$ cat src/hdl/video_pkg.sv
`default_nettype none

package video_pkg;

  // pixel as stored in the frame buffers
  typedef struct packed {
    logic [3:0] r;
    logic [3:0] g;
    logic [3:0] b;
  } rgb444_t;

  // pixel as sent to the scaler
  typedef struct packed {
    logic [7:0] r;
    logic [7:0] g;
    logic [7:0] b;
  } rgb888_t;

  typedef enum logic [1:0] {
    blend_off   = 2'd0,
    blend_two   = 2'd1,
    blend_three = 2'd2
  } blend_mode_t;

  // buffer number, 0 to 2
  typedef logic [1:0] buf_idx_t;

  localparam int NUM_BUFFERS = 3;

  // grayscale weights, percent
  localparam int LUMA_R   = 21;
  localparam int LUMA_G   = 72;
  localparam int LUMA_B   = 7;
  localparam int LUMA_DIV = 100;

  // 3-frame mix, roughly x4/3 then >>14
  localparam int BLEND3_MUL   = 21845;
  localparam int BLEND3_SHIFT = 14;

endpackage

`default_nettype wire

$ cat src/hdl/video_ifs.sv
`timescale 1ns/1ns
`default_nettype none


// all three buffers at the scan address, plus the display indices
interface fb_read_if;
  video_pkg::rgb444_t [video_pkg::NUM_BUFFERS-1:0] rgb;
  video_pkg::buf_idx_t                             idx_now;
  video_pkg::buf_idx_t                             idx_last;
  logic                                            ce;
  logic                                            active;
  logic                                            hs;
  logic                                            vs;

  modport source (output rgb, idx_now, idx_last, ce, active, hs, vs);
  modport sink   (input  rgb, idx_now, idx_last, ce, active, hs, vs);
endinterface

// blended pixel on its way to the output stage
interface mixed_if;
  video_pkg::rgb888_t rgb888;
  logic               ce;
  logic               active;
  logic               hs;
  logic               vs;

  modport source (output rgb888, ce, active, hs, vs);
  modport sink   (input  rgb888, ce, active, hs, vs);
endinterface

`default_nettype wire

$ cat src/hdl/flicker_blend.sv
`timescale 1ns/1ns
`default_nettype none

module flicker_blend (
  input  logic                   clk_sys,
  input  logic                   rst_n,
  input  video_pkg::blend_mode_t blend_mode,
  fb_read_if.sink                rd,
  mixed_if.source                mix
);

  video_pkg::rgb444_t now_px;
  video_pkg::rgb444_t last_px;
  logic [4:0]         r2, g2, b2;
  logic [5:0]         r3, g3, b3;
  video_pkg::rgb888_t blended;

  function automatic video_pkg::rgb444_t pick(
    input video_pkg::buf_idx_t                             idx,
    input video_pkg::rgb444_t [video_pkg::NUM_BUFFERS-1:0] rgb
  );
    case (idx)
      2'd1:    return rgb[1];
      2'd2:    return rgb[2];
      default: return rgb[0];
    endcase
  endfunction

  // 6-bit sum of three frames, widened and scaled back to 8 bits
  function automatic logic [7:0] scale3(input logic [5:0] t);
    logic [7:0]  t8;
    logic [23:0] prod;
    t8   = {t, t[5:4]};
    prod = 24'(t8) * 24'(video_pkg::BLEND3_MUL);
    return prod[video_pkg::BLEND3_SHIFT +: 8];
  endfunction

  always_comb begin
    now_px  = pick(rd.idx_now, rd.rgb);
    last_px = pick(rd.idx_last, rd.rgb);
    r2 = {1'b0, now_px.r} + {1'b0, last_px.r};
    g2 = {1'b0, now_px.g} + {1'b0, last_px.g};
    b2 = {1'b0, now_px.b} + {1'b0, last_px.b};
    r3 = {2'b00, rd.rgb[0].r} + {2'b00, rd.rgb[1].r} + {2'b00, rd.rgb[2].r};
    g3 = {2'b00, rd.rgb[0].g} + {2'b00, rd.rgb[1].g} + {2'b00, rd.rgb[2].g};
    b3 = {2'b00, rd.rgb[0].b} + {2'b00, rd.rgb[1].b} + {2'b00, rd.rgb[2].b};
    case (blend_mode)
      video_pkg::blend_off: blended = '{r: {now_px.r, now_px.r},
                                        g: {now_px.g, now_px.g},
                                        b: {now_px.b, now_px.b}};
      video_pkg::blend_two: blended = '{r: {r2, r2[4:2]}, g: {g2, g2[4:2]}, b: {b2, b2[4:2]}};
      default:              blended = '{r: scale3(r3), g: scale3(g3), b: scale3(b3)};
    endcase
  end

  always_ff @(posedge clk_sys or negedge rst_n) begin
    if (!rst_n) begin
      mix.ce     <= 1'b0;
      mix.active <= 1'b0;
      mix.hs     <= 1'b0;
      mix.vs     <= 1'b0;
    end else begin
      mix.ce     <= rd.ce;
      mix.active <= rd.active;
      mix.hs     <= rd.hs;
      mix.vs     <= rd.vs;
    end
  end

  always_ff @(posedge clk_sys) begin
    mix.rgb888 <= blended;
  end

endmodule

`default_nettype wire

$ cat src/flat_wrapper.sv
// flat-port wrapper written by rule: the top's interface ports become plain ports
module flicker_blend_flat 
  (clk_sys, rst_n, blend_mode, rd_rgb, rd_idx_now, rd_idx_last, rd_ce, rd_active, rd_hs, rd_vs, mix_rgb888, mix_ce, mix_active, mix_hs, mix_vs);
  fb_read_if rd_i ();
  mixed_if mix_i ();
  input  logic clk_sys;
  input  logic rst_n;
  input  video_pkg::blend_mode_t blend_mode;
  input wire logic [$bits(rd_i.rgb)-1:0] rd_rgb;
  input wire logic [$bits(rd_i.idx_now)-1:0] rd_idx_now;
  input wire logic [$bits(rd_i.idx_last)-1:0] rd_idx_last;
  input wire logic [$bits(rd_i.ce)-1:0] rd_ce;
  input wire logic [$bits(rd_i.active)-1:0] rd_active;
  input wire logic [$bits(rd_i.hs)-1:0] rd_hs;
  input wire logic [$bits(rd_i.vs)-1:0] rd_vs;
  output wire logic [$bits(mix_i.rgb888)-1:0] mix_rgb888;
  output wire logic [$bits(mix_i.ce)-1:0] mix_ce;
  output wire logic [$bits(mix_i.active)-1:0] mix_active;
  output wire logic [$bits(mix_i.hs)-1:0] mix_hs;
  output wire logic [$bits(mix_i.vs)-1:0] mix_vs;
  assign rd_i.rgb = rd_rgb;
  assign rd_i.idx_now = rd_idx_now;
  assign rd_i.idx_last = rd_idx_last;
  assign rd_i.ce = rd_ce;
  assign rd_i.active = rd_active;
  assign rd_i.hs = rd_hs;
  assign rd_i.vs = rd_vs;
  assign mix_rgb888 = mix_i.rgb888;
  assign mix_ce = mix_i.ce;
  assign mix_active = mix_i.active;
  assign mix_hs = mix_i.hs;
  assign mix_vs = mix_i.vs;
  flicker_blend u_core (.clk_sys(clk_sys), .rst_n(rst_n), .blend_mode(blend_mode), .rd(rd_i), .mix(mix_i));
endmodule
$ cat config.mk
export PLATFORM = sky130hd
export DESIGN_NAME = flicker_blend_flat
export DESIGN_NICKNAME = d
export VERILOG_FILES = /design/src/hdl/video_pkg.sv /design/src/hdl/video_ifs.sv /design/src/hdl/flicker_blend.sv /design/src/flat_wrapper.sv
export SDC_FILE = /design/constraint.sdc
export NUM_CORES = 1
export LEC_CHECK = 0
export BUFFER_PORTS_ARGS = -buffer_cell sky130_fd_sc_hd__buf_2
export CORE_ASPECT_RATIO = 1.1
export CORE_MARGIN = 2
export CORE_UTILIZATION = 45
export CTS_CLUSTER_DIAMETER = 50
export DETAILED_ROUTE_END_ITERATION = 8
export GPL_TIMING_DRIVEN = 0
export PLACE_DENSITY = 0.66
export SLEW_MARGIN = 10
export SYNTH_ARGS = -nofsm -noshare
export SYNTH_HDL_FRONTEND = slang
export SYNTH_SLANG_ARGS = --single-unit
$ cat constraint.sdc
create_clock -name clk_sys -period 0.8 [get_ports clk_sys]
set_input_delay 0.08 -clock clk_sys [delete_from_list [all_inputs] [get_ports clk_sys]]
set_output_delay 0.08 -clock clk_sys [all_outputs]
set_load 0.02 [all_outputs]
Word-level counts from Yosys, hierarchy flattened
Cells that the tools add are included.

Register bits after elaboration: 28. Latch bits: 0. RAM bits: 0. ROM bits: 0. Input bits: 48. Output and inout bits: 28. Word-level logic and storage cells: 28. Memories kept: 0.

Add/subtract/negate cells: 9. Multiply operators: 3. Div/mod/pow operators: 0. Order comparisons: 0. Equal/unequal tests: 5. Shifts and indexed selects: 0. Multiplexer cells: 3. Bitwise logic cells: 0. Reduce and logical (&&, ||, !) cells: 1.

Operators with widths (number): $mul A8 B15 Y22 const B (3); $pmux W12 S2 (2); $pmux W24 S2 (1); $add A4 B4 Y5 (6); $add A6 B4 Y6 (3); $eq A2 B1 Y1 const B (3); $eq A2 B2 Y1 const B (2); $logic_not A2 Y1 (1).

Logic depth before layout (Yosys ltp)
Word-level depth: 4. Depth in mapped cells: 23. Depth with buffers taken out: 23.

Worst setup path before layout
OpenSTA, ideal clock, no wires.

Path type: input -> register. From: in rd_rgb[4]. To: reg, netlist name u_core.mix.rgb888[15]. Library setup time: 0.114 ns. Arrival: 5.176 ns. Required time: 0.686 ns. Path slack: -4.490 ns. Stages: 21. Buffers on the path: 1. Cells stage by stage: ha_1 -> fa_1 -> fa_1 -> a21o_1 -> a21oi_2 -> xor2_4 -> inv_1 -> fa_1 -> fa_1 -> xnor2_1 -> ha_1 -> a21o_1 -> ha_1 -> clkbuf_1 -> a21o_1 -> a211oi_1 -> o211ai_1 -> a211oi_1 -> o31ai_2 -> xnor2_1 -> a21o_1.

RTL lines: from (decl) (RTL line flat_wrapper.sv:9) `input wire logic [$bits(rd_i.rgb)-1:0] rd_rgb;`.

==> impl_metrics.csv <==
group,metric,value,unit
clocking,cts.clk_slew.worst_paths,70,ps
logic_synthesis,synth-main-ff-cell,"dfxtp_1",
global_route,grt_pass1_wl,26.8,mm
timing,finalSetupViolations,31,
die,start_util,45.5,%
route,drt_wl_total,17.0,mm
timing,finalHoldViolCount,0,
place,gp_congestion,0.915,
clocking,cts_tree,"built",
cells_and_area,syn2layout_area_growth,37.6,%
outcome,violations,"negative setup slack",
setup_path,cp-startpoint,"rd_rgb[12]",
setup_path,cp.required,990,ps
cells_and_area,nNetsFinal,1033,
logic_synthesis,ys_warn_count,0,
logic_synthesis,yosysUniqueCellTypes,58,
setup_path,critPathLaunchType,"primary input",
logic_synthesis,synthMuxAreaShare,1.73,%
logic_synthesis,ys_seq_elements,28,
logic_synthesis,synth_compound_area_share,23.2,%
setup_path,cp-end-kind,"flop",
timing,rsz0062_at_grt,"true",
timing,finalMaxSlewViolations,0,
clocking,cts_buffers,3,
worst_hold_path,hold_class,"in2async",
die,die_w,114,um
route,drt_iter0_markers,276,
global_route,grt_use_total,23.0,%
global_route,grt_pass1_vias,5783,
global_route,antenna_found_initial,0,
route,ant_nets,0,
logic_synthesis,synthCells,682,
logic_synthesis,synth_top_cells_by_area,"ha_1 29%, fa_1 11%, dfxtp_1 8.1%",
logic_synthesis,yosysTopAreaCell,"ha_1",
setup_path,critPathKind,"in2reg",
die,die_height,124,um
cells_and_area,diodes,0,
logic_synthesis,synthSimpleGateAreaFrac,9.12,%
setup_path,cp-endpoint,"u_core.mix.rgb888[6]",
place,numPortBuffers,74,
outcome,status,"complete, but fails checks",
timing,setup_ws,-4230,ps
global_route,overflow,0,
timing,tightest_slew,674,ps
logic_synthesis,synthXorXnorAreaFrac,9.16,%
timing,maxClockFrequency,0.199,GHz
cells_and_area,drive_above_1_share,34.3,%
timing,layout_worst_path_cycle_share,629,%
setup_path,crit_arrival,5220,ps
logic_synthesis,ys_seq_area_share,9.77,%
die,row_count,44,
logic_synthesis,synth_top_family_by_area,"adder cells",
logic_synthesis,yosys.area_share.adder,40.6,%
timing,max_slew_margin,55.0,%
timing,tns,-95320,ps
route,num_vias,5559,
place,dp_hpwl,13.0,mm
timing,holdWs,148,ps
cells_and_area,fillers,1081,
logic_synthesis,syn_area,5940,um2
setup_path,cp_max_fo,5,
clocking,cts_max_level,1,
global_route,grt_start_max_net_pins,17,
clocking,cts-root-buf,"clkbuf_16",
timing,period_minus_slack,5030,ps
die,dieArea,14100,um2
cells_and_area,final_cells,972,
route,drc,0,
die,coreArea,13000,um2
logic_synthesis,yosysMostFrequentCell,"ha_1",
die,ioPinCount,76,
logic_synthesis,synthTopCellsByCount,"140 x ha_1, 80 x inv_1, 51 x a21oi_1",
clocking,cts.path.max_buffers,2,
place,placed_cells,917,
logic_synthesis,synth_top_area_share,29.5,%
route,routedWlPerCell,17.5,um
logic_synthesis,synthesis.nets,903,
run,cap_violations,0,
logic_synthesis,synth.avg_cell_area,8.71,um2
logic_synthesis,synth-edff-count,0,
logic_synthesis,synth-async-reset-ratio,14.3,%
clocking,cts_sinks,28,
route,viasPerCell,5.72,
route,drt_first_pass_iters,5,
## registers in the layout (all words and copies together), names as in the netlist
name / count
u_core.mix.rgb888: 24
u_core.mix.active: 1
u_core.mix.vs: 1
u_core.mix.ce: 1
u_core.mix.hs: 1
## routing by layer
metal,track usage (%),wire (um)
met1,30.1,7370
met4,5.45,268
met3,1.85,778
met5,0,0
met2,40.9,8580
## worst max-delay path: stages
cell and delay (ps):
buf_8 100, ha_4 160, fa_2 560, ha_4 210, a21o_1 200, a21oi_4 220, nand2b_4 180, a21oi_4 60
ha_4 190, inv_4 50, fa_1 420, fa_1 580, inv_2 60, fa_1 490, ha_4 290, nand4_1 170
o22ai_4 250, nor3_4 90, a211oi_4 370, a211oi_2 130, xor2_1 160, a21oi_1 190
## worst min-delay path by stage
stage | end | slack [ps] | cells past startpoint
after global routing | u_core.mix.vs | 160 | 2
after floorplan | u_core.mix.active | -220 | 0
final | u_core.mix.vs | 150 | 2
after global placement | u_core.mix.vs | -120 | 1
after CTS | u_core.mix.active | 140 | 2
after detailed placement | u_core.mix.vs | -110 | 1
## cell families (layout without fill, tap and decap cells)
family,Yosys count,after routing
compound gates,206,206
fa+ha+maj,173,173
simple gates,108,108
buf+inv,100,229
xor+xnor,57,57
flops,28,28
mux,10,10
## cell usage in the layout, fill, tap and decap left out, types with 20 or more instances in the layout
cell,n
a22oi_1,25
xnor2_1,27
a21o_1,31
fa_1,23
inv_1,71
ha_1,116
a21oi_1,37
dfxtp_2,20
buf_6,30
buf_2,40
nand2_1,34
buf_4,48
o21ai_0,35
## cell type report
type | instances | area (um2) | share of cell area [%]
clock inverters | 1 | 30.0 | 0.367
well taps | 161 | 201 | 2.46
clock buffers | 3 | 75.1 | 0.919
inverters | 80 | 305 | 3.74
flip-flops and latches | 28 | 606 | 7.41
multi-input cells | 554 | 5860 | 71.7
repair buffers | 129 | 1040 | 12.7
plain buffers | 16 | 60.1 | 0.735
## what timing repair did
item | 4_1_cts | 5_1_grt
hold buffers | 5 | 0
resized for setup | 121 | 70
endpoints found under the hold margin | 8 | 0
endpoints found under the setup margin | 50 | 49
pin swaps | 96 | 60
setup buffers | 35 | 15
gates cloned | 0 | 0
## stage by stage
stage | utilization (%) | area [um2] | setup slack, ps
floorplan | - | 6280 | -4150
global placement | 52.5 | 6850 | -4670
detailed placement | 52.5 | 6850 | -4720
CTS | 59.4 | 7750 | -4210
global route | 62.6 | 8170 | -4370
finish | 62.6 | 8170 | -4230
Power is left out: the tool's default activity adds up to more than one toggle a clock period on the data nets, which glitch-free logic cannot reach.
