<file path="config.mk">
export PLATFORM = sky130hd
export DESIGN_NAME = video_out_flat
export DESIGN_NICKNAME = d
export VERILOG_FILES = /design/src/hdl/raster_pkg.sv /design/src/hdl/video_pkg.sv /design/src/hdl/video_ifs.sv /design/src/hdl/video_out.sv /design/src/flat_wrapper.sv
export SDC_FILE = /design/constraint.sdc
export NUM_CORES = 1
export LEC_CHECK = 0
export ABC_CLOCK_PERIOD_IN_PS = 3430
export BUFFER_PORTS_ARGS = -buffer_cell sky130_fd_sc_hd__buf_2
export CAP_MARGIN = 20
export CORE_AREA = 8 8 137 139
export DETAILED_ROUTE_END_ITERATION = 8
export DIE_AREA = 0 0 145 147
export HOLD_SLACK_MARGIN = 0.15
export MAX_ROUTING_LAYER = met4
export PLACE_DENSITY_LB_ADDON = 0.2
export SYNTH_ARGS = -nofsm -noshare
export SYNTH_HDL_FRONTEND = slang
export SYNTH_SLANG_ARGS = --single-unit
</file>
<file path="constraint.sdc">
create_clock -name clk_sys -period 3.43 [get_ports clk_sys]
set_input_delay 0.686 -clock clk_sys [delete_from_list [all_inputs] [get_ports clk_sys]]
set_output_delay 0.686 -clock clk_sys [all_outputs]
set_load 0.005 [all_outputs]
</file>
<file path="src/hdl/raster_pkg.sv">
`default_nettype none

package raster_pkg;

  localparam int COORD_W = 9;
  localparam int ADDR_W  = 14;

  // sync placement on the full raster
  localparam int HS_START     = 350;
  localparam int HS_WIDTH     = 32;
  localparam int VS_FIRST_ROW = 1;
  localparam int VS_LAST_ROW  = 4;
  localparam int HS_DELAY     = 7;

  // landscape 160x102 scan, about 60 Hz at the divided pixel rate
  localparam int DEF_H_ACTIVE = 160;
  localparam int DEF_V_ACTIVE = 102;
  localparam int DEF_H_TOTAL  = 445;
  localparam int DEF_V_TOTAL  = 270;
  localparam int DEF_V_START  = 120;
  localparam int DEF_PIX_DIV  = 9;

endpackage

`default_nettype wire

</file>
<file path="src/hdl/video_pkg.sv">
`default_nettype none

package video_pkg;

  // pixel as stored in the frame buffers
  typedef struct packed {
    logic [3:0] r;
    logic [3:0] g;
    logic [3:0] b;
  } rgb444_t;

  // pixel as sent to the scaler
  typedef struct packed {
    logic [7:0] r;
    logic [7:0] g;
    logic [7:0] b;
  } rgb888_t;

  typedef enum logic [1:0] {
    blend_off   = 2'd0,
    blend_two   = 2'd1,
    blend_three = 2'd2
  } blend_mode_t;

  // buffer number, 0 to 2
  typedef logic [1:0] buf_idx_t;

  localparam int NUM_BUFFERS = 3;

  // grayscale weights, percent
  localparam int LUMA_R   = 21;
  localparam int LUMA_G   = 72;
  localparam int LUMA_B   = 7;
  localparam int LUMA_DIV = 100;

  // 3-frame mix, roughly x4/3 then >>14
  localparam int BLEND3_MUL   = 21845;
  localparam int BLEND3_SHIFT = 14;

endpackage

`default_nettype wire

</file>
<file path="src/hdl/video_ifs.sv">
`timescale 1ns/1ns
`default_nettype none


// blended pixel on its way to the output stage
interface mixed_if;
  video_pkg::rgb888_t rgb888;
  logic               ce;
  logic               active;
  logic               hs;
  logic               vs;

  modport source (output rgb888, ce, active, hs, vs);
  modport sink   (input  rgb888, ce, active, hs, vs);
endinterface

`default_nettype wire

</file>
<file path="src/hdl/video_out.sv">
`timescale 1ns/1ns
`default_nettype none

module video_out (
  input  logic        clk_sys,
  input  logic        rst_n,
  input  logic        gray_en,
  mixed_if.sink       mix,
  output logic [23:0] video_rgb,
  output logic        video_de,
  output logic        video_hs,
  output logic        video_vs
);

  localparam int DLY_W = $clog2(raster_pkg::HS_DELAY + 1);

  logic               de;
  logic               hs_prev;
  logic               vs_prev;
  logic [DLY_W-1:0]   hs_cnt;
  logic [15:0]        luma_sum;
  logic [7:0]         luma;
  video_pkg::rgb888_t px;

  assign de = mix.ce && mix.active;

  // weighted sum peaks at 25500
  always_comb begin
    luma_sum = 16'(video_pkg::LUMA_R) * 16'(mix.rgb888.r)
             + 16'(video_pkg::LUMA_G) * 16'(mix.rgb888.g)
             + 16'(video_pkg::LUMA_B) * 16'(mix.rgb888.b);
    luma = 8'(luma_sum / 16'(video_pkg::LUMA_DIV));
    px   = gray_en ? video_pkg::rgb888_t'{r: luma, g: luma, b: luma} : mix.rgb888;
  end

  always_ff @(posedge clk_sys or negedge rst_n) begin
    if (!rst_n) begin
      video_de  <= 1'b0;
      video_rgb <= '0;
      video_hs  <= 1'b0;
      video_vs  <= 1'b0;
      hs_prev   <= 1'b0;
      vs_prev   <= 1'b0;
      hs_cnt    <= '0;
    end else begin
      video_de  <= de;
      video_rgb <= de ? px : '0;
      // vsync pulse on the rising edge
      video_vs  <= mix.vs && !vs_prev;
      vs_prev   <= mix.vs;
      hs_prev   <= mix.hs;
      // hsync held back so it never lands on the vsync clock
      video_hs  <= (hs_cnt == DLY_W'(1));
      if (mix.hs && !hs_prev) begin
        hs_cnt <= DLY_W'(raster_pkg::HS_DELAY);
      end else if (hs_cnt != '0) begin
        hs_cnt <= hs_cnt - 1'b1;
      end
    end
  end

  a_sync_apart: assert property (@(posedge clk_sys) disable iff (!rst_n)
    !(video_hs && video_vs))
    else $error("hsync and vsync pulses overlap");

endmodule

`default_nettype wire

</file>
<file path="src/flat_wrapper.sv">
// flat-port wrapper written by rule: the top's interface ports become plain ports
module video_out_flat 
  (clk_sys, rst_n, gray_en, video_rgb, video_de, video_hs, video_vs, mix_rgb888, mix_ce, mix_active, mix_hs, mix_vs);
  mixed_if mix_i ();
  input  logic clk_sys;
  input  logic rst_n;
  input  logic gray_en;
  output logic [23:0] video_rgb;
  output logic video_de;
  output logic video_hs;
  output logic video_vs;
  input wire logic [$bits(mix_i.rgb888)-1:0] mix_rgb888;
  input wire logic [$bits(mix_i.ce)-1:0] mix_ce;
  input wire logic [$bits(mix_i.active)-1:0] mix_active;
  input wire logic [$bits(mix_i.hs)-1:0] mix_hs;
  input wire logic [$bits(mix_i.vs)-1:0] mix_vs;
  assign mix_i.rgb888 = mix_rgb888;
  assign mix_i.ce = mix_ce;
  assign mix_i.active = mix_active;
  assign mix_i.hs = mix_hs;
  assign mix_i.vs = mix_vs;
  video_out u_core (.clk_sys(clk_sys), .rst_n(rst_n), .gray_en(gray_en), .mix(mix_i), .video_rgb(video_rgb), .video_de(video_de), .video_hs(video_hs), .video_vs(video_vs));
endmodule
</file>
---- Word level (Yosys, flattened, before mapping) ----
Index checks and enable logic that the tools add are counted.
word-level totals
  bits in registers ....................... 32
  bits of input ports ..................... 31
  output and inout port bits .............. 27
  logic and storage cells ................. 26
cells by class
  add/sub/neg operators ................... 3
  $mul .................................... 3
  div/mod/pow operators ................... 1
  equality and inequality tests ........... 1
  multiplexer cells ....................... 4
  reductions and logical operators ........ 7
operators with widths
  cell                                                                count
  24-bit 2-to-1 mux                                                   2
  13-bit by 15-bit adder with 16-bit output                           1
  16-bit by 11-bit adder with 16-bit output                           1
  16-bit by 7-bit divider with 16-bit output, second input constant   1
  5-bit by 8-bit multiplier with 13-bit output, first input constant  1
  4-bit by 8-bit multiplier with 12-bit output, first input constant  1
  3-bit by 8-bit multiplier with 11-bit output, first input constant  1
  3-bit 2-to-1 mux                                                    2
  3-bit by 1-bit == test with 1-bit output, second input constant     1
  1-bit logical AND                                                   3
  3-bit nonzero test                                                  1
  3-bit by 1-bit subtractor with 3-bit output, second input constant  1
  1-bit logical NOT                                                   2
  2-bit nonzero test                                                  1

---- Depth between registers and ports, before layout ----
Gate-level depths: netlist of run 1.
  depth in word-level cells ............... 6
  gate-level depth with buffers ........... 37
  depth with buffers taken out ............ 35

---- Worst setup path before layout of run 1 ----
Ideal clock, no wire load.
  path kind ............................... input to register
  from .................................... input port mix_rgb888[9]
  to ...................................... register u_core.video_rgb[0]
  setup time .............................. 0.073 ns
  arrival ................................. 9.149 ns
  data required time ...................... 3.357 ns
  path slack .............................. -5.791 ns
  stages .................................. 35
  path buffers ............................ 2
  path through ............................ ha_1 > ha_1 > fa_1 > inv_1 > fa_1 > inv_1 > fa_1 > inv_1 > fa_1 > inv_1 > ha_1 > buf_2 > a21oi_1 > o31ai_2 > or3_1 > o211ai_1 > clkbuf_1 > o32ai_1 > a221oi_2 > nand3_1 > a2111oi_1 > a221o_1 > o32ai_4 > a21boi_2 > a221oi_1 > o31ai_1 > a32oi_2 > nand2_2 > or4b_1 > o311ai_2 > nand3b_2 > a21oi_2 > mux2_1 > o221a_1 > nor2_1
on the way
  word-level cells in the longest chain between the ends .. 6
ends and longest elaborated chain
  element                                       line                RTL
  start, declared                               flat_wrapper.sv:12  input wire logic [$bits(mix_i.rgb888)-1:0] mix_rgb888;
  4-bit by 8-bit multiplier with 12-bit output  video_out.sv:30     + 16'(video_pkg::LUMA_G) * 16'(mix.rgb888.g)
  13-bit by 15-bit adder with 16-bit output     video_out.sv:30
  16-bit by 11-bit adder with 16-bit output     video_out.sv:31     + 16'(video_pkg::LUMA_B) * 16'(mix.rgb888.b);
  16-bit by 7-bit divider with 16-bit output    video_out.sv:32     luma = 8'(luma_sum / 16'(video_pkg::LUMA_DIV));
  24-bit 2-to-1 mux                             video_out.sv:33     px = gray_en ? video_pkg::rgb888_t'{r: luma, g: luma, b: luma} : mix.rgb888;
  24-bit 2-to-1 mux                             video_out.sv:47     video_rgb <= de ? px : '0;
  end signal, assigned                          video_out.sv:47
  end, declared                                 video_out.sv:9      output logic [23:0] video_rgb,
No other way between the ends.
A chain may end at the register's enable or synchronous reset.

---- Final worst setup path of run 1 ----
  from .................................... input port mix_rgb888[9]
  to ...................................... register u_core.video_rgb[16]
The elaborated chain is that of the path after synthesis.

==> results of run 1 <==
cell usage after synthesis, drive strengths merged, types with 11 or more instances:
master,number,area share (%)
and3,12,1.5
nor2,43,3.2
o211ai,17,2.5
ha,52,13
fa,34,13
o21a,18,2.6
xnor2,17,3.3
nand2,32,2.4
a211oi,11,1.8
a21o,11,1.6
o21ai,24,2.5
nand3,17,1.6
nor3,13,1.5
a21oi,30,3.2
a31oi,11,1.6
inv,55,4.0
dfrtp,32,16
cells by family (layout without fill, tap and decap cells):
group,Yosys count,count (layout)
DFF,32,32
adders and majority gates,86,86
xor gates and xnor gates,21,21
buffers and inverters,66,356
muxes,10,10
and+or+nand+nor,162,162
AOI/OAI and AO/OA,199,199
flip-flops by register name (all words and copies together) (netlist names):
name / cells
u_core.hs_prev: 1
u_core.hs_cnt: 3
u_core.video_vs: 1
u_core.video_rgb: 24
u_core.video_hs: 1
u_core.video_de: 1
u_core.vs_prev: 1
critical path, delay by kind of cell:
kind | cells | cell delay (ns)
buffers and inverters | 12 | 1.32
AND/OR/NAND/NOR | 8 | 1.24
XOR/XNOR | 1 | 0.16
adder cells (fa/ha/maj) | 7 | 2.71
multiplexers | 2 | 0.64
AO/OA/AOI/OAI | 10 | 2.37
metal layers:
metal	GRT usage [%]	vias up	routed length, µm
li1	-	2734	-
met1	19.13	2727	7513
met2	29.53	109	8723
met3	1.723	20	590
met4	4.840	0	299
met5	-	-	0
stage by stage:
| step | cells | utilization, % | hold slack, ns | setup TNS (ns) | area [µm²] |
|---|---|---|---|---|---|
| 5_1_grt | 1091 | 51.38 | 0.4268 | -107.09 | 8610 |
| 2_1_floorplan | 576 | - | 0.3777 | -92.39 | 5624 |
| 3_5_place_dp | 1041 | 45.33 | 0.4130 | -112.31 | 7595 |
| 4_1_cts | 1079 | 49.79 | 0.4136 | -100.19 | 8343 |
| 6_report | 1091 | 51.38 | 0.4093 | -99.65 | 8610 |
| 3_3_place_gp | 1041 | 45.33 | 0.3886 | -111.19 | 7595 |
final timing paths:
kind | startpoint | to | slack [ns] | cells past startpoint
worst max register to register | u_core.hs_cnt[0] | u_core.hs_cnt[0] | 2.17 | 5
worst min register to register | u_core.vs_prev | u_core.video_vs | 0.41 | 1
worst min-delay path | u_core.vs_prev | u_core.video_vs | 0.41 | 1
min in group asynchronous | rst_n | u_core.vs_prev | 0.45 | 1
worst max-delay path | mix_rgb888[9] | u_core.video_rgb[16] | -5.56 | 40
max in group asynchronous | rst_n | u_core.video_rgb[8] | 2.54 | 1
area by class of cell:
class,count,area share [%]
Sequential cell,32,9.301
Timing Repair Buffer,293,25.14
Clock inverter,1,0.3488
Multi-Input combinational cell,478,57.72
Inverter,55,2.442
Clock buffer,7,1.773
Tap cell,225,3.270
repair_timing:
| item | CTS | global route |
|---|---|---|
| setup endpoints to repair | 24 | 24 |
| hold buffers | 0 | 0 |
| endpoints found under the hold margin | 0 | 0 |
| buffers inserted | 30 | 14 |
| gates resized for setup | 74 | 36 |
| cloned | 0 | 0 |
| pin swaps | 60 | 34 |
==> metrics, run 1 <==
grt ovf 0; Synth Flop Type dfrtp_1; Worst-Skew Late Latency 0.27 ns; FF+latch count, synth 32; core area 0.01676 mm²; worst slew pin tran 0.6694 ns; final setup margin -5.561 ns; vias in the first global route roughly 6000; Post-Synth XOR/XNOR Area around 4%; area of the multi-input gates 0.004970 mm²; initial antenna violation count 0; slew margin rel. 55.37%; Setup crit end kind register; all-layer global routing usage 16.48%; max-cap viol count 0; FP Rows 48; Post-Syn Nets 693; largest net degree at the start of global routing 33; Wirelength per Cell 15.70 µm; Fmax 111.2 MHz; FF+latch area approximately 800 µm²; failing checks setup timing; H-tree Lvls 2; commonest non-fill, non-tap cells in the layout buf_4, buf_2, inv_1; cell mode on critical path buf_4; final net count 982; router iterations before antenna repair 5; die area 0.02132 mm²; DP Wirelength 14.21 mm; critical path class in -> reg; unrepaired setup endpoints after global routing true; asr flop ratio synth 100.0%; Final GP Congestion between 0.8 and 0.9; mapped cell area 0.005165 mm²; Max Slew Vio Count 0; CTS buffer count 5; post-DR vias/cell 5.124; Simple-Gate Fraction of Synth Area approximately 16%; post-synthesis compound-gate area fraction 31.30%; # DRC 0; Die W 145 µm; CP required 3.58 ns; final wirelength 17.13 mm; Post-Place Worst Slack -6.164 ns; Max clock buf depth 2; register area share after synthesis 15.50%; CTS Sinks 32; initial DRC count 183; fraction of layout cells with a size suffix above 1 51.96%; Routed Antenna Nets 0; Synth Warn # 0; Mean Syn Cell Area ~9.0 µm²; largest family of logic cells by synthesized area compound AO/OA/AOI/OAI gates; # diodes 0; Starting Density 30.82%; worst min path class reg -> reg; CTS tree done; num ports 58; Die H 147 µm; total number of vias 5590; Syn Inst Count 576; post-route clock period utilization 262.1%; mux cell area share after synthesis 2.132%; Layout fillers around 1500; min Tclk post-route 8.991 ns; most common cell after layout, fill and taps aside buf_4; Yosys cell types 93; adder-cell share of the synthesized area about a quarter; Worst Path Max Fanout 5; Root Driver clkbuf_16; critical path's slowest cell fa_1; Worst EP arrival 9.14 ns; CP max stage delay 0.52 ns; Area Growth Syn to Fin 66.69%; clock slew at reported path FFs about 0.05 ns; first-pass GRT wire length 29.04 mm; final setup vio count 24; number of flops mapped to enable cells by yosys 0; Final Hold Vio Count 0; Setup crit start kind input pin; outcome complete, but fails checks; Fin Clk Skew 0.002033 ns; Buffers on Ports 57
Power of run 1 is not shown: default switching activity piles up to over one toggle a cycle in this logic, so the estimate is an artifact.
==> run 2, diff against run 1 <==
--- a/config.mk
+++ b/config.mk
@@ -8,3 +8,3 @@
 export ABC_CLOCK_PERIOD_IN_PS = 3430
-export BUFFER_PORTS_ARGS = -buffer_cell sky130_fd_sc_hd__buf_2
+export BUFFER_PORTS_ARGS = -buffer_cell sky130_fd_sc_hd__buf_4
 export CAP_MARGIN = 20
@@ -13,2 +13,3 @@
 export DIE_AREA = 0 0 145 147
+export GPL_TIMING_DRIVEN = 0
 export HOLD_SLACK_MARGIN = 0.15
--- a/constraint.sdc
+++ b/constraint.sdc
@@ -3,2 +3,2 @@
 set_output_delay 0.686 -clock clk_sys [all_outputs]
-set_load 0.005 [all_outputs]
+set_load 0.1 [all_outputs]
==> run 2 against run 1 <==
The flow still finishes with violations (setup timing). Non-clock buffer count shrank 156. Worst setup slack lost 0.16 ns. Global-route usage shrank 1.9 points. Flip-flop and latch count is the same. Hold slack lost 0.074 ns. Critical path depth shrank 3. First-iteration DRC count grew 42%. Design area shrank 9.9%. Highest routed layer unchanged.
==> metrics, run 2 (same netlist as run 1, synthesis figures left out) <==
initial antenna violation count 0 (unchanged); # diodes 0 (unchanged); Reg2Reg Depth 5 (unchanged); min Tclk post-route 9.150 ns (+0.1588 ns); CTS Sinks 32 (unchanged); Max Slew Vio Count 0 (unchanged); Area Growth Syn to Fin 50.19%; Fin Clk Skew 0.0003663 ns (-0.001666 ns); # DRC 0 (unchanged); outcome complete, but fails checks; Die W 145 µm (unchanged); Worst EP arrival 9.30 ns (+0.16 ns); largest net degree at the start of global routing 33 (unchanged); worst min path class in -> async; Die H 147 µm (unchanged); total number of vias 4994 (-11%); Worst Path Max Fanout 6 (+1); FP Rows 48 (unchanged); Routed Antenna Nets 0 (unchanged); num ports 58 (unchanged); CP max stage delay 0.58 ns (+0.06 ns); Final Hold Vio Count 0 (unchanged); busiest grt layer met2; Largest regs u_core.video_rgb x24, u_core.hs_cnt x3; cell mode on critical path fa_1; core area 0.01676 mm² (unchanged); grt ovf 0 (unchanged); critical path buffer and inverter count 8 (-4); unrepaired setup endpoints after global routing true; Wirelength per Cell 16.73 µm (+6.6%); Max clock buf depth 2 (unchanged); Setup TNS Final -99.48 ns (+0.1710 ns); Fmax 109.3 MHz (-1.7%); failing checks setup timing; post-route clock period utilization 266.8% (+4.6 points); most common cell after layout, fill and taps aside buf_4; Post-Place Worst Slack -6.642 ns (-0.4777 ns); Buffers on Ports 56 (-1.8%); Starting Density 30.82% (unchanged); Final GP Congestion 0.8310 (-4.9%); H-tree Lvls 2 (unchanged); Setup crit start kind input pin; critical path's slowest cell fa_1; fraction of layout cells with a size suffix above 1 44.23% (-7.7 points); Placed Cells 857 (-18%); all-layer global routing usage 14.61% (-1.9 points); final setup margin -5.720 ns (-0.1588 ns); met1 Use GR 18.89% (-0.24 points); slew margin rel. 24.75% (-31 points); final wirelength 15.65 mm (-8.6%); Biggest register u_core.video_rgb; Crit Reg-Reg Startpoint u_core.hs_cnt[0]; worst flop-to-flop path endpoint u_core.hs_cnt[0]; Worst-Skew Late Latency 0.27 ns (about the same); critical path class in -> reg; final net count 826 (-16%); Global Route met3 Usage 1.261% (-0.46 points); commonest non-fill, non-tap cells in the layout buf_4, inv_1, ha_1; CP required 3.58 ns (about the same); router iterations before antenna repair 4 (-1); R2R Setup Slk 2.18 ns (about the same); worst slew pin tran 1.121 ns (+0.4513 ns); Setup crit end kind register; CTS buffer count 5 (unchanged); max-cap viol count 0 (unchanged); GR Util met2 24.70% (-4.8 points); initial DRC count 260 (+42%); CTS tree done; final setup vio count 24 (unchanged); Layout fillers 1572 (+3.2%); area of the multi-input gates 0.005177 mm² (+4.2%); vias in the first global route 5070 (-15%); die area 0.02132 mm² (unchanged); post-DR vias/cell 5.341 (+4.2%); DP Wirelength 12.00 mm (-16%); Root Driver clkbuf_16; max FFs per register 24 (unchanged); first-pass GRT wire length 25.66 mm (-12%); CP top delay family compound AO/OA/AOI/OAI gates; FF+latch area 800.8 µm² (unchanged); clock slew at reported path FFs 0.05 ns (about the same); Non-Filler Instances 935 (-14%)
[run 2: worst max-delay path by stage]
| stage | from | to | slack [ns] | cells past startpoint |
|---|---|---|---|---|
| after floorplan | mix_rgb888[9] | u_core.video_rgb[0] | -5.43 | 36 |
| final | mix_rgb888[4] | u_core.video_rgb[0] | -5.72 | 37 |
| after global placement | mix_rgb888[9] | u_core.video_rgb[0] | -6.58 | 37 |
| after global routing | mix_rgb888[4] | u_core.video_rgb[0] | -6.04 | 36 |
| after CTS | mix_rgb888[4] | u_core.video_rgb[16] | -5.69 | 35 |
| after detailed placement | mix_rgb888[9] | u_core.video_rgb[16] | -6.64 | 37 |
[run 2: what timing repair did]
item                       CTS  global route
setup endpoints to repair   24            24
gates cloned                 0             0
resized for setup           76            67
hold buffers                 0             0
buffers inserted            47            23
pin swaps                   45            49
[run 2: metrics by stage]
step | hold slack [ns] | utilization [%] | area (µm²)
3_5_place_dp | 0.4002 | 37.75 | 6326
2_1_floorplan | 0.3777 | - | 5624
3_3_place_gp | 0.3893 | 37.75 | 6326
5_1_grt | 0.3810 | 46.30 | 7757
4_1_cts | 0.3511 | 43.25 | 7247
6_report | 0.3352 | 46.30 | 7757
[run 2: layout make-up]
cell class                      count  share of cell area (%)
Buffer                             10                  0.9032
Clock buffer                        6                   1.661
Clock inverter                      2                  0.4516
Inverter                           55                   2.710
Multi-Input combinational cell    478                   66.74
Sequential cell                    32                   10.32
Tap cell                          225                   3.629
Timing Repair Buffer              127                   13.58
[run 2: per-layer routing]
layer	vias up	share of wire (%)
met2	103	49
li1	2422	-
met3	21	2.7
met5	-	0
met1	2448	47
met4	0	1.6
Power of run 2 is left out for the same reason.
