--- src/hdl/raster_pkg.sv ---
`default_nettype none

package raster_pkg;

  localparam int COORD_W = 9;
  localparam int ADDR_W  = 14;

  // sync placement on the full raster
  localparam int HS_START     = 350;
  localparam int HS_WIDTH     = 32;
  localparam int VS_FIRST_ROW = 1;
  localparam int VS_LAST_ROW  = 4;
  localparam int HS_DELAY     = 7;

  // landscape 160x102 scan, about 60 Hz at the divided pixel rate
  localparam int DEF_H_ACTIVE = 160;
  localparam int DEF_V_ACTIVE = 102;
  localparam int DEF_H_TOTAL  = 445;
  localparam int DEF_V_TOTAL  = 270;
  localparam int DEF_V_START  = 120;
  localparam int DEF_PIX_DIV  = 9;

endpackage

`default_nettype wire

--- src/hdl/video_ifs.sv ---
`timescale 1ns/1ns
`default_nettype none

// scan position and sync from the raster generator
interface raster_if;
  logic                          ce;
  logic [raster_pkg::ADDR_W-1:0] px_addr;
  logic                          active;
  logic                          hs;
  logic                          vs;
  logic                          frame_end;

  modport source (output ce, px_addr, active, hs, vs, frame_end);
  modport sink   (input  ce, px_addr, active, hs, vs, frame_end);
endinterface


`default_nettype wire

--- src/hdl/raster_timing.sv ---
`timescale 1ns/1ns
`default_nettype none

module raster_timing #(
  parameter int H_ACTIVE = raster_pkg::DEF_H_ACTIVE,
  parameter int V_ACTIVE = raster_pkg::DEF_V_ACTIVE,
  parameter int H_TOTAL  = raster_pkg::DEF_H_TOTAL,
  parameter int V_TOTAL  = raster_pkg::DEF_V_TOTAL,
  parameter int V_START  = raster_pkg::DEF_V_START,
  parameter int PIX_DIV  = raster_pkg::DEF_PIX_DIV
) (
  input  logic     clk_sys,
  input  logic     rst_n,
  raster_if.source rast
);

  localparam int CW    = raster_pkg::COORD_W;
  localparam int DIV_W = (PIX_DIV > 1) ? $clog2(PIX_DIV) : 1;
  // short rasters put hsync right after the active area
  localparam int HS_COL = (raster_pkg::HS_START < H_TOTAL) ? raster_pkg::HS_START : H_ACTIVE;
  localparam int HS_END = (HS_COL + raster_pkg::HS_WIDTH < H_TOTAL) ?
                          HS_COL + raster_pkg::HS_WIDTH : H_TOTAL - 1;

  logic [DIV_W-1:0]              div;
  logic                          ce;
  logic [CW-1:0]                 x;
  logic [CW-1:0]                 y;
  logic                          hs;
  logic                          vs;
  logic [raster_pkg::ADDR_W-1:0] px_addr;
  logic                          h_active;
  logic                          v_active;

  assign h_active = (x < CW'(H_ACTIVE));
  assign v_active = (y >= CW'(V_START)) && (y < CW'(V_START + V_ACTIVE));

  // pixel enable, one clock in PIX_DIV
  always_ff @(posedge clk_sys or negedge rst_n) begin
    if (!rst_n) begin
      div <= '0;
      ce  <= 1'b0;
    end else begin
      ce <= (div == DIV_W'(PIX_DIV - 1));
      if (div == DIV_W'(PIX_DIV - 1)) begin
        div <= '0;
      end else begin
        div <= div + 1'b1;
      end
    end
  end

  always_ff @(posedge clk_sys or negedge rst_n) begin
    if (!rst_n) begin
      x       <= '0;
      y       <= '0;
      hs      <= 1'b0;
      vs      <= 1'b0;
      px_addr <= '0;
    end else if (ce) begin
      if (x == CW'(H_TOTAL - 1)) begin
        x <= '0;
        y <= (y == CW'(V_TOTAL - 1)) ? '0 : y + 1'b1;
      end else begin
        x <= x + 1'b1;
      end
      // vsync edges line up with the start of hsync
      if (x == CW'(HS_COL)) begin
        hs <= 1'b1;
        if (y == CW'(raster_pkg::VS_FIRST_ROW)) vs <= 1'b1;
        if (y == CW'(raster_pkg::VS_LAST_ROW))  vs <= 1'b0;
      end
      if (x == CW'(HS_END)) hs <= 1'b0;
      // row-major scan of the stored frame
      if (!v_active) begin
        px_addr <= '0;
      end else if (h_active) begin
        px_addr <= px_addr + 1'b1;
      end
    end
  end

  assign rast.ce        = ce;
  assign rast.px_addr   = px_addr;
  assign rast.active    = h_active && v_active;
  assign rast.hs        = hs;
  assign rast.vs        = vs;
  assign rast.frame_end = ce && (x == '0) && (y == CW'(V_TOTAL - 1));

  a_ce_single: assert property (@(posedge clk_sys) disable iff (!rst_n) ce |=> !ce)
    else $error("pixel enable high on two clocks in a row");

endmodule

`default_nettype wire

--- src/flat_wrapper.sv ---
// flat-port wrapper written by rule: the top's interface ports become plain ports
module raster_timing_flat 
#(
  parameter int H_ACTIVE = raster_pkg::DEF_H_ACTIVE,
  parameter int V_ACTIVE = raster_pkg::DEF_V_ACTIVE,
  parameter int H_TOTAL  = raster_pkg::DEF_H_TOTAL,
  parameter int V_TOTAL  = raster_pkg::DEF_V_TOTAL,
  parameter int V_START  = raster_pkg::DEF_V_START,
  parameter int PIX_DIV  = raster_pkg::DEF_PIX_DIV
)
  (clk_sys, rst_n, rast_ce, rast_px_addr, rast_active, rast_hs, rast_vs, rast_frame_end);
  raster_if rast_i ();
  input  logic clk_sys;
  input  logic rst_n;
  output wire logic [$bits(rast_i.ce)-1:0] rast_ce;
  output wire logic [$bits(rast_i.px_addr)-1:0] rast_px_addr;
  output wire logic [$bits(rast_i.active)-1:0] rast_active;
  output wire logic [$bits(rast_i.hs)-1:0] rast_hs;
  output wire logic [$bits(rast_i.vs)-1:0] rast_vs;
  output wire logic [$bits(rast_i.frame_end)-1:0] rast_frame_end;
  assign rast_ce = rast_i.ce;
  assign rast_px_addr = rast_i.px_addr;
  assign rast_active = rast_i.active;
  assign rast_hs = rast_i.hs;
  assign rast_vs = rast_i.vs;
  assign rast_frame_end = rast_i.frame_end;
  raster_timing #(.H_ACTIVE(H_ACTIVE), .V_ACTIVE(V_ACTIVE), .H_TOTAL(H_TOTAL), .V_TOTAL(V_TOTAL), .V_START(V_START), .PIX_DIV(PIX_DIV)) u_core (.clk_sys(clk_sys), .rst_n(rst_n), .rast(rast_i));
endmodule
--- config.mk ---
export PLATFORM = sky130hd
export DESIGN_NAME = raster_timing_flat
export DESIGN_NICKNAME = d
export VERILOG_FILES = /design/src/hdl/raster_pkg.sv /design/src/hdl/video_ifs.sv /design/src/hdl/raster_timing.sv /design/src/flat_wrapper.sv
export SDC_FILE = /design/constraint.sdc
export NUM_CORES = 1
export LEC_CHECK = 0
export BUFFER_PORTS_ARGS = -buffer_cell sky130_fd_sc_hd__buf_4
export CORE_MARGIN = 3
export CORE_UTILIZATION = 55
export DETAILED_ROUTE_END_ITERATION = 7
export PLACE_DENSITY = 0.75
export SLEW_MARGIN = 20
export SYNTH_ARGS = -nofsm -noshare
export SYNTH_HDL_FRONTEND = slang
export SYNTH_SLANG_ARGS = --single-unit
export TNS_END_PERCENT = 5
--- constraint.sdc ---
create_clock -name clk_sys -period 3.3 [get_ports clk_sys]
set_input_delay 0.33 -clock clk_sys [delete_from_list [all_inputs] [get_ports clk_sys]]
set_output_delay 0.33 -clock clk_sys [all_outputs]
set_load 0.1 [all_outputs]
# Word-level counts from Yosys, hierarchy flattened
# Index checks and enable logic that the tools add are counted.
op_classes:
  add_sub_neg: 4
  mux: 9
  n_reduce_logical: 11
  n_eq_ne: 8
  magnitude_cmp: 3
op_table:
  columns: ["cell", "count"]
  rows:
  - ["9-bit == test, second input constant", 4]
  - ["14-bit 2-to-1 mux", 2]
  - ["9-bit by 1-bit adder with 9-bit output, second input constant", 2]
  - ["9-bit by 8-bit < comparator with 1-bit output, second input constant", 2]
  - ["9-bit 2-to-1 mux", 2]
  - ["14-bit by 1-bit adder with 14-bit output, second input constant", 1]
  - ["9-bit by 1-bit == test with 1-bit output, second input constant", 1]
  - ["9-bit by 3-bit == test with 1-bit output, second input constant", 1]
  - ["9-bit by 7-bit >= comparator with 1-bit output, second input constant", 1]
  - ["9-bit zero test", 1]
  - ["2-bit AND reduction", 3]
  - ["4-bit by 1-bit adder with 4-bit output, second input constant", 1]
  - ["4-bit == test, second input constant", 1]
  - ["1-bit logical AND", 4]
  - ["1-bit 2-to-1 mux", 4]
  - ["4-bit 2-to-1 mux", 1]
  - ["2-bit nonzero test", 2]
  - ["3-bit AND reduction", 1]
  - ["2-bit by 1-bit inequality test with 1-bit output, second input constant", 1]
word_totals:
  input_bits: 2
  elab_cells: 42
  register_bits: 39

# Depth between registers and ports, before layout
# Gate-level depths: netlist of the first run.
logic_depth:
  depth_word: 4
  depth_mapped: 7

# Worst setup path before layout of the first run
# No wires, ideal clock.
synth_timing:
  path_type: "flip-flop to output port"
  from: "reg u_core.ce (netlist: u_core.rast.ce)"
  to: "out rast_frame_end"
  setup_slack_ns: -1.295
  arrival_ns: 4.265
  stages_incl_launch_ff: 4
  required_time_ns: 2.970
  path_cell_list: "dfrtp_1 -> inv_1 -> clkbuf_1 -> nor4_1"
synth_between:
  elab_chain_len: 2
synth_rtl:
  columns: ["item", "line", "source"]
  rows:
  - ["from (decl)", "raster_timing.sv:25", "logic ce;"]
  - ["from (signal assigned)", "raster_timing.sv:43", "ce <= (div == DIV_W'(PIX_DIV - 1));"]
  - ["1-bit logical AND (2 in series)", "raster_timing.sv:87", "assign rast.frame_end = ce && (x == '0) && (y == CW'(V_TOTAL - 1));"]
  - ["to (decl)", "flat_wrapper.sv:20", "output wire logic [$bits(rast_i.frame_end)-1:0] rast_frame_end;"]
# No other way between the ends.

# Final worst setup path of the first run
layout_timing:
  from: "reg u_core.y[6]"
  to: "out rast_frame_end"
layout_between:
  elab_chain_len: 2
layout_rtl:
  columns: ["item", "line", "source"]
  rows:
  - ["from (decl)", "raster_timing.sv:27", "logic [CW-1:0] y;"]
  - ["from (signal assigned)", "raster_timing.sv:62", "y <= (y == CW'(V_TOTAL - 1)) ? '0 : y + 1'b1;"]
  - ["9-bit == test", "raster_timing.sv:87", null]
  - ["1-bit logical AND", "raster_timing.sv:87", null]
# No other way between the ends.

==> results of run 1 <==
## stage by stage
stage | cells | total power, W | worst slack, ns | util [%]
after detailed placement | 294 | 0.0004975 | 0.9268 | 63.10
after floorplan | 235 | 0.0004871 | -0.1276 | -
after global routing | 302 | 0.0008727 | 0.4291 | 65.78
after global placement | 294 | 0.0004974 | 0.9418 | 63.10
final | 302 | 0.0008433 | 0.5893 | 65.78
after CTS | 302 | 0.0008522 | 0.5830 | 65.78
## sequential cells by signal (all words and copies together), names as in the netlist
signal and flops:
u_core.rast.px_addr 14, u_core.x 9, u_core.y 9, u_core.div 4, u_core.rast.ce 1, u_core.rast.hs 1, u_core.rast.vs 1
## synth_stat cells, types with 2 or more instances
cell type / number / area, sq um
dfrtp_1: 39 / 975.9
o21ai_0: 22 / 110.1
nor2_1: 20 / 75.07
nand2_1: 18 / 67.56
nand3_1: 15 / 75.07
inv_1: 14 / 52.55
nand4_1: 12 / 75.07
ha_1: 9 / 112.6
or3_1: 9 / 56.30
xor2_1: 7 / 61.31
a21oi_1: 6 / 30.03
a22o_1: 5 / 43.79
buf_2: 5 / 25.02
nor3_1: 5 / 25.02
xnor2_1: 5 / 43.79
a21o_1: 4 / 30.03
nor4_1: 4 / 25.02
a31oi_1: 3 / 18.77
clkbuf_1: 3 / 11.26
o31ai_1: 3 / 22.52
and3_1: 2 / 12.51
nand2b_1: 2 / 12.51
nand3b_1: 2 / 15.01
nor2b_1: 2 / 12.51
or4_1: 2 / 15.01
## metal layers
| layer | wire (um) | vias to the layer above | GRT usage [%] |
|---|---|---|---|
| met5 | 0 | - | 0 |
| li1 | - | 882 | - |
| met3 | 183 | 6 | 4.519 |
| met1 | 2140 | 850 | 26.90 |
| met2 | 2068 | 35 | 29.56 |
| met4 | 53 | 0 | 5.857 |
## power by group
group          switching, W   total [W]  leakage, nW  internal [W]
Combinational    0.00000888  0.00000968        0.525   0.000000796
Clock              0.000165    0.000356       0.0515      0.000191
Sequential                0    0.000477        0.530      0.000477
Total              0.000174    0.000843         1.11      0.000669
## worst paths after layout
path | cells after the start | end | from
worst max-delay path | 5 | rast_frame_end | u_core.y[6]$_DFFE_PN0P_
worst min-delay path | 1 | u_core.y[2]$_DFFE_PN0P_ | rst_n
worst max register to register | 4 | u_core.y[7]$_DFFE_PN0P_ | u_core.rast.ce$_DFF_PN0_
worst min register to register | 1 | u_core.div[0]$_DFF_PN0_ | u_core.div[0]$_DFF_PN0_
max in group asynchronous | 1 | u_core.div[2]$_DFF_PN0_ | rst_n
min in group clk_sys | 1 | u_core.div[0]$_DFF_PN0_ | u_core.div[0]$_DFF_PN0_
## worst max-delay path, stage by stage, from the launching register on
cell and delay (ns):
dfrtp_1 0.45, or4_1 0.55, nor2_1 0.40, nand4_1 0.17, nor4_2 0.19, buf_4 0.34
## cell families (layout without fill, tap and decap cells)
family	Yosys count	count (layout)	synth area share, %
and+or+nand+nor	99	99	25.04
DFF	39	39	44.60
muxes	1	1	0.4574
AOI/OAI and AO/OA	51	51	15.04
xor gates and xnor gates	12	12	4.803
adders and majority gates	9	9	5.146
buffers and inverters	24	43	4.917
## cell type report
cell class	count	area, sq um
multi-input combinational	172	1116
fill	328	1281
tap	48	60.06
sequential	39	975.9
clock buffer	8	100.1
timing repair buffer	21	157.7
inverter	14	52.55
==> flow_metrics.env, run 1 <==
export IMPL_outcome="finished with violations"
export IMPL_violations="hold timing"
export IMPL_critPathCaptureType="output pin"
export IMPL_hold_buffers=0
export IMPL_fin_tns_setup_ns=0
export IMPL_cts_root_buffer="clkbuf_8"
export IMPL_fin_worst_skew_ns=0.002800
export IMPL_ctsResizeCount=0
export IMPL_clkTransAtPathRegs_ns=0.07
export IMPL_nets=264
export IMPL_syn_area_sq_um=2188
export IMPL_wl_um=4445
export IMPL_cts_tree="yes"
export IMPL_fin_crit_sh_pct=82.14
export IMPL_antenna_found_initial=0
export IMPL_worst_slew_pin_transition_ns=0.5283
export IMPL_r2r_setup_slack_ns=1.29
export IMPL_grt_max_degree=40
export IMPL_ys_ff_latch=39
export IMPL_hold_class="input port to asynchronous set/reset pin"
export IMPL_ys_flop_type="dfrtp_1"
export IMPL_power_density_nw_per_um2=342.5
export IMPL_num_io_pins=21
export IMPL_setup_viol=0
export IMPL_fin_crit_ns=2.711
export IMPL_dieArea_sq_um=4771
export IMPL_grt_pass1_vias=1619
export IMPL_yosysUniqueCellTypes=42
export IMPL_maxCapViolations=0
export IMPL_rsz0062_at_grt="false"
export IMPL_ys_async_sr_fraction_pct=100.0
export IMPL_synth_seq_area_share_pct=44.60
export IMPL_critPathRequiredTime_ns=2.97
export IMPL_synth_edff_count=0
export IMPL_clock_fmax_mhz=368.9
export IMPL_leakage_nw=1.107
export IMPL_die_w_um=69.08
export IMPL_first_pass_iters=4
export IMPL_die_y_um=69.08
export IMPL_area_delta_synth_final_pct=12.52
export IMPL_cts_made_buffers=5
export IMPL_via_count=1773
export IMPL_drtIter0Drc=158
export IMPL_synth_cells=235
export IMPL_holdWs_ns=-0.002828
export IMPL_drc=0
export IMPL_cts_setup_buffers=0
export IMPL_num_antenna_cells=0
export IMPL_clockBufferDepth=2
export IMPL_wl_per_cell_um=14.72
export IMPL_place_gp_congestion=0.8131
export IMPL_cp_data_arrival_time_ns=2.38
export IMPL_num_rows=22
export IMPL_drv_slew=0
export IMPL_grt_pass1_wl_um=7548
export IMPL_relSlewSlack_pct=64.78
export IMPL_layout_common_cells="dfrtp_1, o21ai_0, buf_4, nor2_1, nand2_1"
export IMPL_yosysWarnings=0
export IMPL_grt_use_total_pct=19.20
export IMPL_peakVddDrop_mv=0.2516
export IMPL_placed_area_sq_um=2362
export IMPL_port_buffers=20
export IMPL_crit_path_start_kind="flop"
export IMPL_drive_gt1_share_pct=14.17
export IMPL_postRouteAntennaNets=0
export IMPL_crit_type="flop to output pin"
export IMPL_cp_max_fo=7
export IMPL_gr_total_overflow=0
export IMPL_clk_latency_ns=0.29
export IMPL_initial_utilization_pct=58.46
export IMPL_finalHoldViolations=2
export IMPL_layout_commonest_cell="dfrtp_1"
export IMPL_clock_sinks=39
export IMPL_syn_nets=246
export IMPL_htreeDepth=2
export IMPL_dp_hpwl_um=3040
export IMPL_syn_avg_cell_area_sq_um=9.312
export IMPL_core_sq_um=3744
export IMPL_finish_instance_area_sq_um=2462
export IMPL_viasPerCell=5.871
No activity file was read; power rests on OpenSTA's default activity.
==> run 2: changes to the inputs <==
ABC_AREA = 1   (was not set)
clock period = 2.5 ns   (was 3.3 ns; I/O delays follow)
==> flow_metrics.env, run 2 <==
export IMPL_outcome="complete, no violations"
export IMPL_peakVddDrop_mv=0.3970
export IMPL_n_fill_cell=339
export IMPL_grt_pass1_vias=1838
export IMPL_fin_crit_sh_pct=77.41
export IMPL_clk_latency_ns=0.30
export IMPL_syn_nets=322
export IMPL_fin_cells=386
export IMPL_grt_pass1_wl_um=7817
export IMPL_yosysMostFrequentCell="nand2_1"
export IMPL_fin_crit_ns=1.935
export IMPL_ys_ff_latch=39
export IMPL_clock_fmax_mhz=516.7
export IMPL_yosysUniqueCellTypes=26
export IMPL_cts_setup_buffers=0
export IMPL_fin_tns_setup_ns=0
export IMPL_drv_slew=0
export IMPL_drtIter0Drc=132
export IMPL_port_buffers=20
export IMPL_crit_slowest_cell="dfrtp_1"
export IMPL_finalHoldViolations=0
export IMPL_via_count=1934
export IMPL_antenna_found_initial=0
export IMPL_cts_root_buffer="clkbuf_8"
export IMPL_crit_path_start_kind="flop"
export IMPL_hold_class="input port to asynchronous set/reset pin"
export IMPL_critPathRequiredTime_ns=2.25
export IMPL_die_w_um=71.28
export IMPL_syn_area_sq_um=2343
export IMPL_ys_async_sr_fraction_pct=100.0
export IMPL_viasPerCell=5.010
export IMPL_synth_top_area_cell="dfrtp_1"
export IMPL_first_pass_iters=4
export IMPL_crit_chain="inv_1 > nand4_1 > inv_1 > nand4_1 > nor3_4 > buf_4"
export IMPL_largest_register_ffs=14
export IMPL_cp_max_fo=5
export IMPL_area_delta_synth_final_pct=13.51
export IMPL_drive_gt1_share_pct=12.20
export IMPL_postLayoutCoreUtil_pct=65.56
export IMPL_grt_max_degree=40
export IMPL_synth_edff_count=0
export IMPL_cts_made_buffers=5
export IMPL_initial_utilization_pct=57.76
export IMPL_dieArea_sq_um=5080
export IMPL_rsz0062_at_grt="false"
export IMPL_synth_cells=311
export IMPL_synth_area_leaders="dfrtp_1, nand2_1, inv_1"
export IMPL_nets=346
export IMPL_r2r_setup_slack_ns=0.73
export IMPL_finish_instance_area_sq_um=2660
export IMPL_syn_avg_cell_area_sq_um=7.535
export IMPL_yosysWarnings=0
export IMPL_hold_buffers=1
export IMPL_htreeDepth=2
export IMPL_layout_commonest_cell="nand2_1"
export IMPL_core_sq_um=4058
export IMPL_wl_um=4486
export IMPL_power_density_nw_per_um2=448.6
export IMPL_synth_seq_area_share_pct=41.64
export IMPL_synthTopCellsByCount="nand2_1, inv_1, dfrtp_1"
export IMPL_critical_path_max_stage_delay_ns=0.42
export IMPL_fin_worst_skew_ns=0.01311
export IMPL_place_gp_congestion=0.8354
export IMPL_ys_flop_type="dfrtp_1"
export IMPL_cts_tree="yes"
export IMPL_netlist_area_leader_share_pct=41.64
export IMPL_drc=0
export IMPL_die_y_um=71.28
export IMPL_leakage_nw=1.343
export IMPL_grt_use_total_pct=19.17
export IMPL_num_io_pins=21
export IMPL_relSlewSlack_pct=67.98
export IMPL_num_antenna_cells=0
export IMPL_place_inst=377
export IMPL_cp_data_arrival_time_ns=1.69
export IMPL_wl_per_cell_um=11.62
export IMPL_setup_viol=0
export IMPL_regMostFlops="u_core.rast.px_addr"
export IMPL_postRouteAntennaNets=0
export IMPL_maxCapViolations=0
export IMPL_crit_type="flop to output pin"
export IMPL_ctsResizeCount=0
export IMPL_clockBufferDepth=2
export IMPL_dp_hpwl_um=3298
export IMPL_worst_slew_pin_transition_ns=0.4803
export IMPL_placed_area_sq_um=2532
export IMPL_clkTransAtPathRegs_ns=0.08
export IMPL_layout_common_cells="nand2_1, inv_1, dfrtp_1, nor2_1, buf_4"
export IMPL_critPathCaptureType="output pin"
export IMPL_num_rows=23
export IMPL_gr_total_overflow=0
export IMPL_clock_sinks=39
export IMPL_largestRegisters="u_core.rast.px_addr: 14 flops, u_core.x: 9 flops, u_core.y: 9 flops"
[run 2: cell count changes in the layout (fill, tap and decap cells not counted), moves of 5 or more]
cell	before	now
or3_1	9	0
nor3_1	4	9
inv_1	14	47
a22o_1	5	0
nand2_1	18	94
o21ai_0	22	14
xor2_1	7	12
nor2_1	20	26
[run 2: critical path: cells and delay by family (launching register included)]
family / cells / cell delay, ns
simple gates: 3 / 0.44
flops: 1 / 0.42
buf+inv: 3 / 0.52
[run 2: final timing paths]
path / from / end / depth (start not counted)
min in group clk_sys: u_core.div[3]$_DFF_PN0_ / u_core.div[3]$_DFF_PN0_ / 1
worst min register to register: u_core.div[3]$_DFF_PN0_ / u_core.div[3]$_DFF_PN0_ / 1
max in group asynchronous: rst_n / u_core.x[0]$_DFFE_PN0P_ / 2
worst max-delay path: u_core.y[5]$_DFFE_PN0P_ / rast_frame_end / 6
worst max register to register: u_core.x[0]$_DFFE_PN0P_ / u_core.y[6]$_DFFE_PN0P_ / 8
worst min-delay path: rst_n / u_core.y[3]$_DFFE_PN0P_ / 2
[run 2: layout make-up]
type / instances / area (sq um) / share of cell area, %
clock buffers: 6 / 82.58 / 3.104
clock inverters: 2 / 35.03 / 1.317
multi-input cells: 221 / 1167 / 43.89
inverters: 47 / 176.4 / 6.632
flip-flops and latches: 39 / 975.9 / 36.69
repair buffers: 21 / 160.2 / 6.021
well taps: 50 / 62.56 / 2.352
[run 2: through the flow]
stage | hold WS, ns | total power [W] | setup slack [ns]
floorplan | -0.04559 | 0.0006430 | 0.1163
global placement | 0.2527 | 0.0006567 | 0.7898
finish | 0.4519 | 0.001193 | 0.5647
CTS | 0.4713 | 0.001206 | 0.5496
detailed placement | 0.2553 | 0.0006568 | 0.6946
global route | 0.4916 | 0.001238 | 0.4152
[run 2: cell families after synthesis]
kind of cell               Yosys count  synth area share [%]
xor gates and xnor gates            14                 5.232
buffers and inverters               51                 9.023
adders and majority gates            9                 4.805
DFF                                 39                 41.64
AOI/OAI and AO/OA                   23                 5.126
and+or+nand+nor                    175                 34.17
[run 2: where the power goes]
group / internal (W) / switching [W]
logic: 0.00000207 / 0.0000117
registers: 0.000630 / 0
clock network: 0.000323 / 0.000226
total: 0.000955 / 0.000238
[run 2: layer usage]
metal	vias to the layer above	part of all wire (%)	global-route usage [%]
met1	880	51	25.30
met2	18	45	31.33
met4	0	1.3	6.472
met3	6	2.7	4.208
li1	1030	-	-
met5	-	0	0
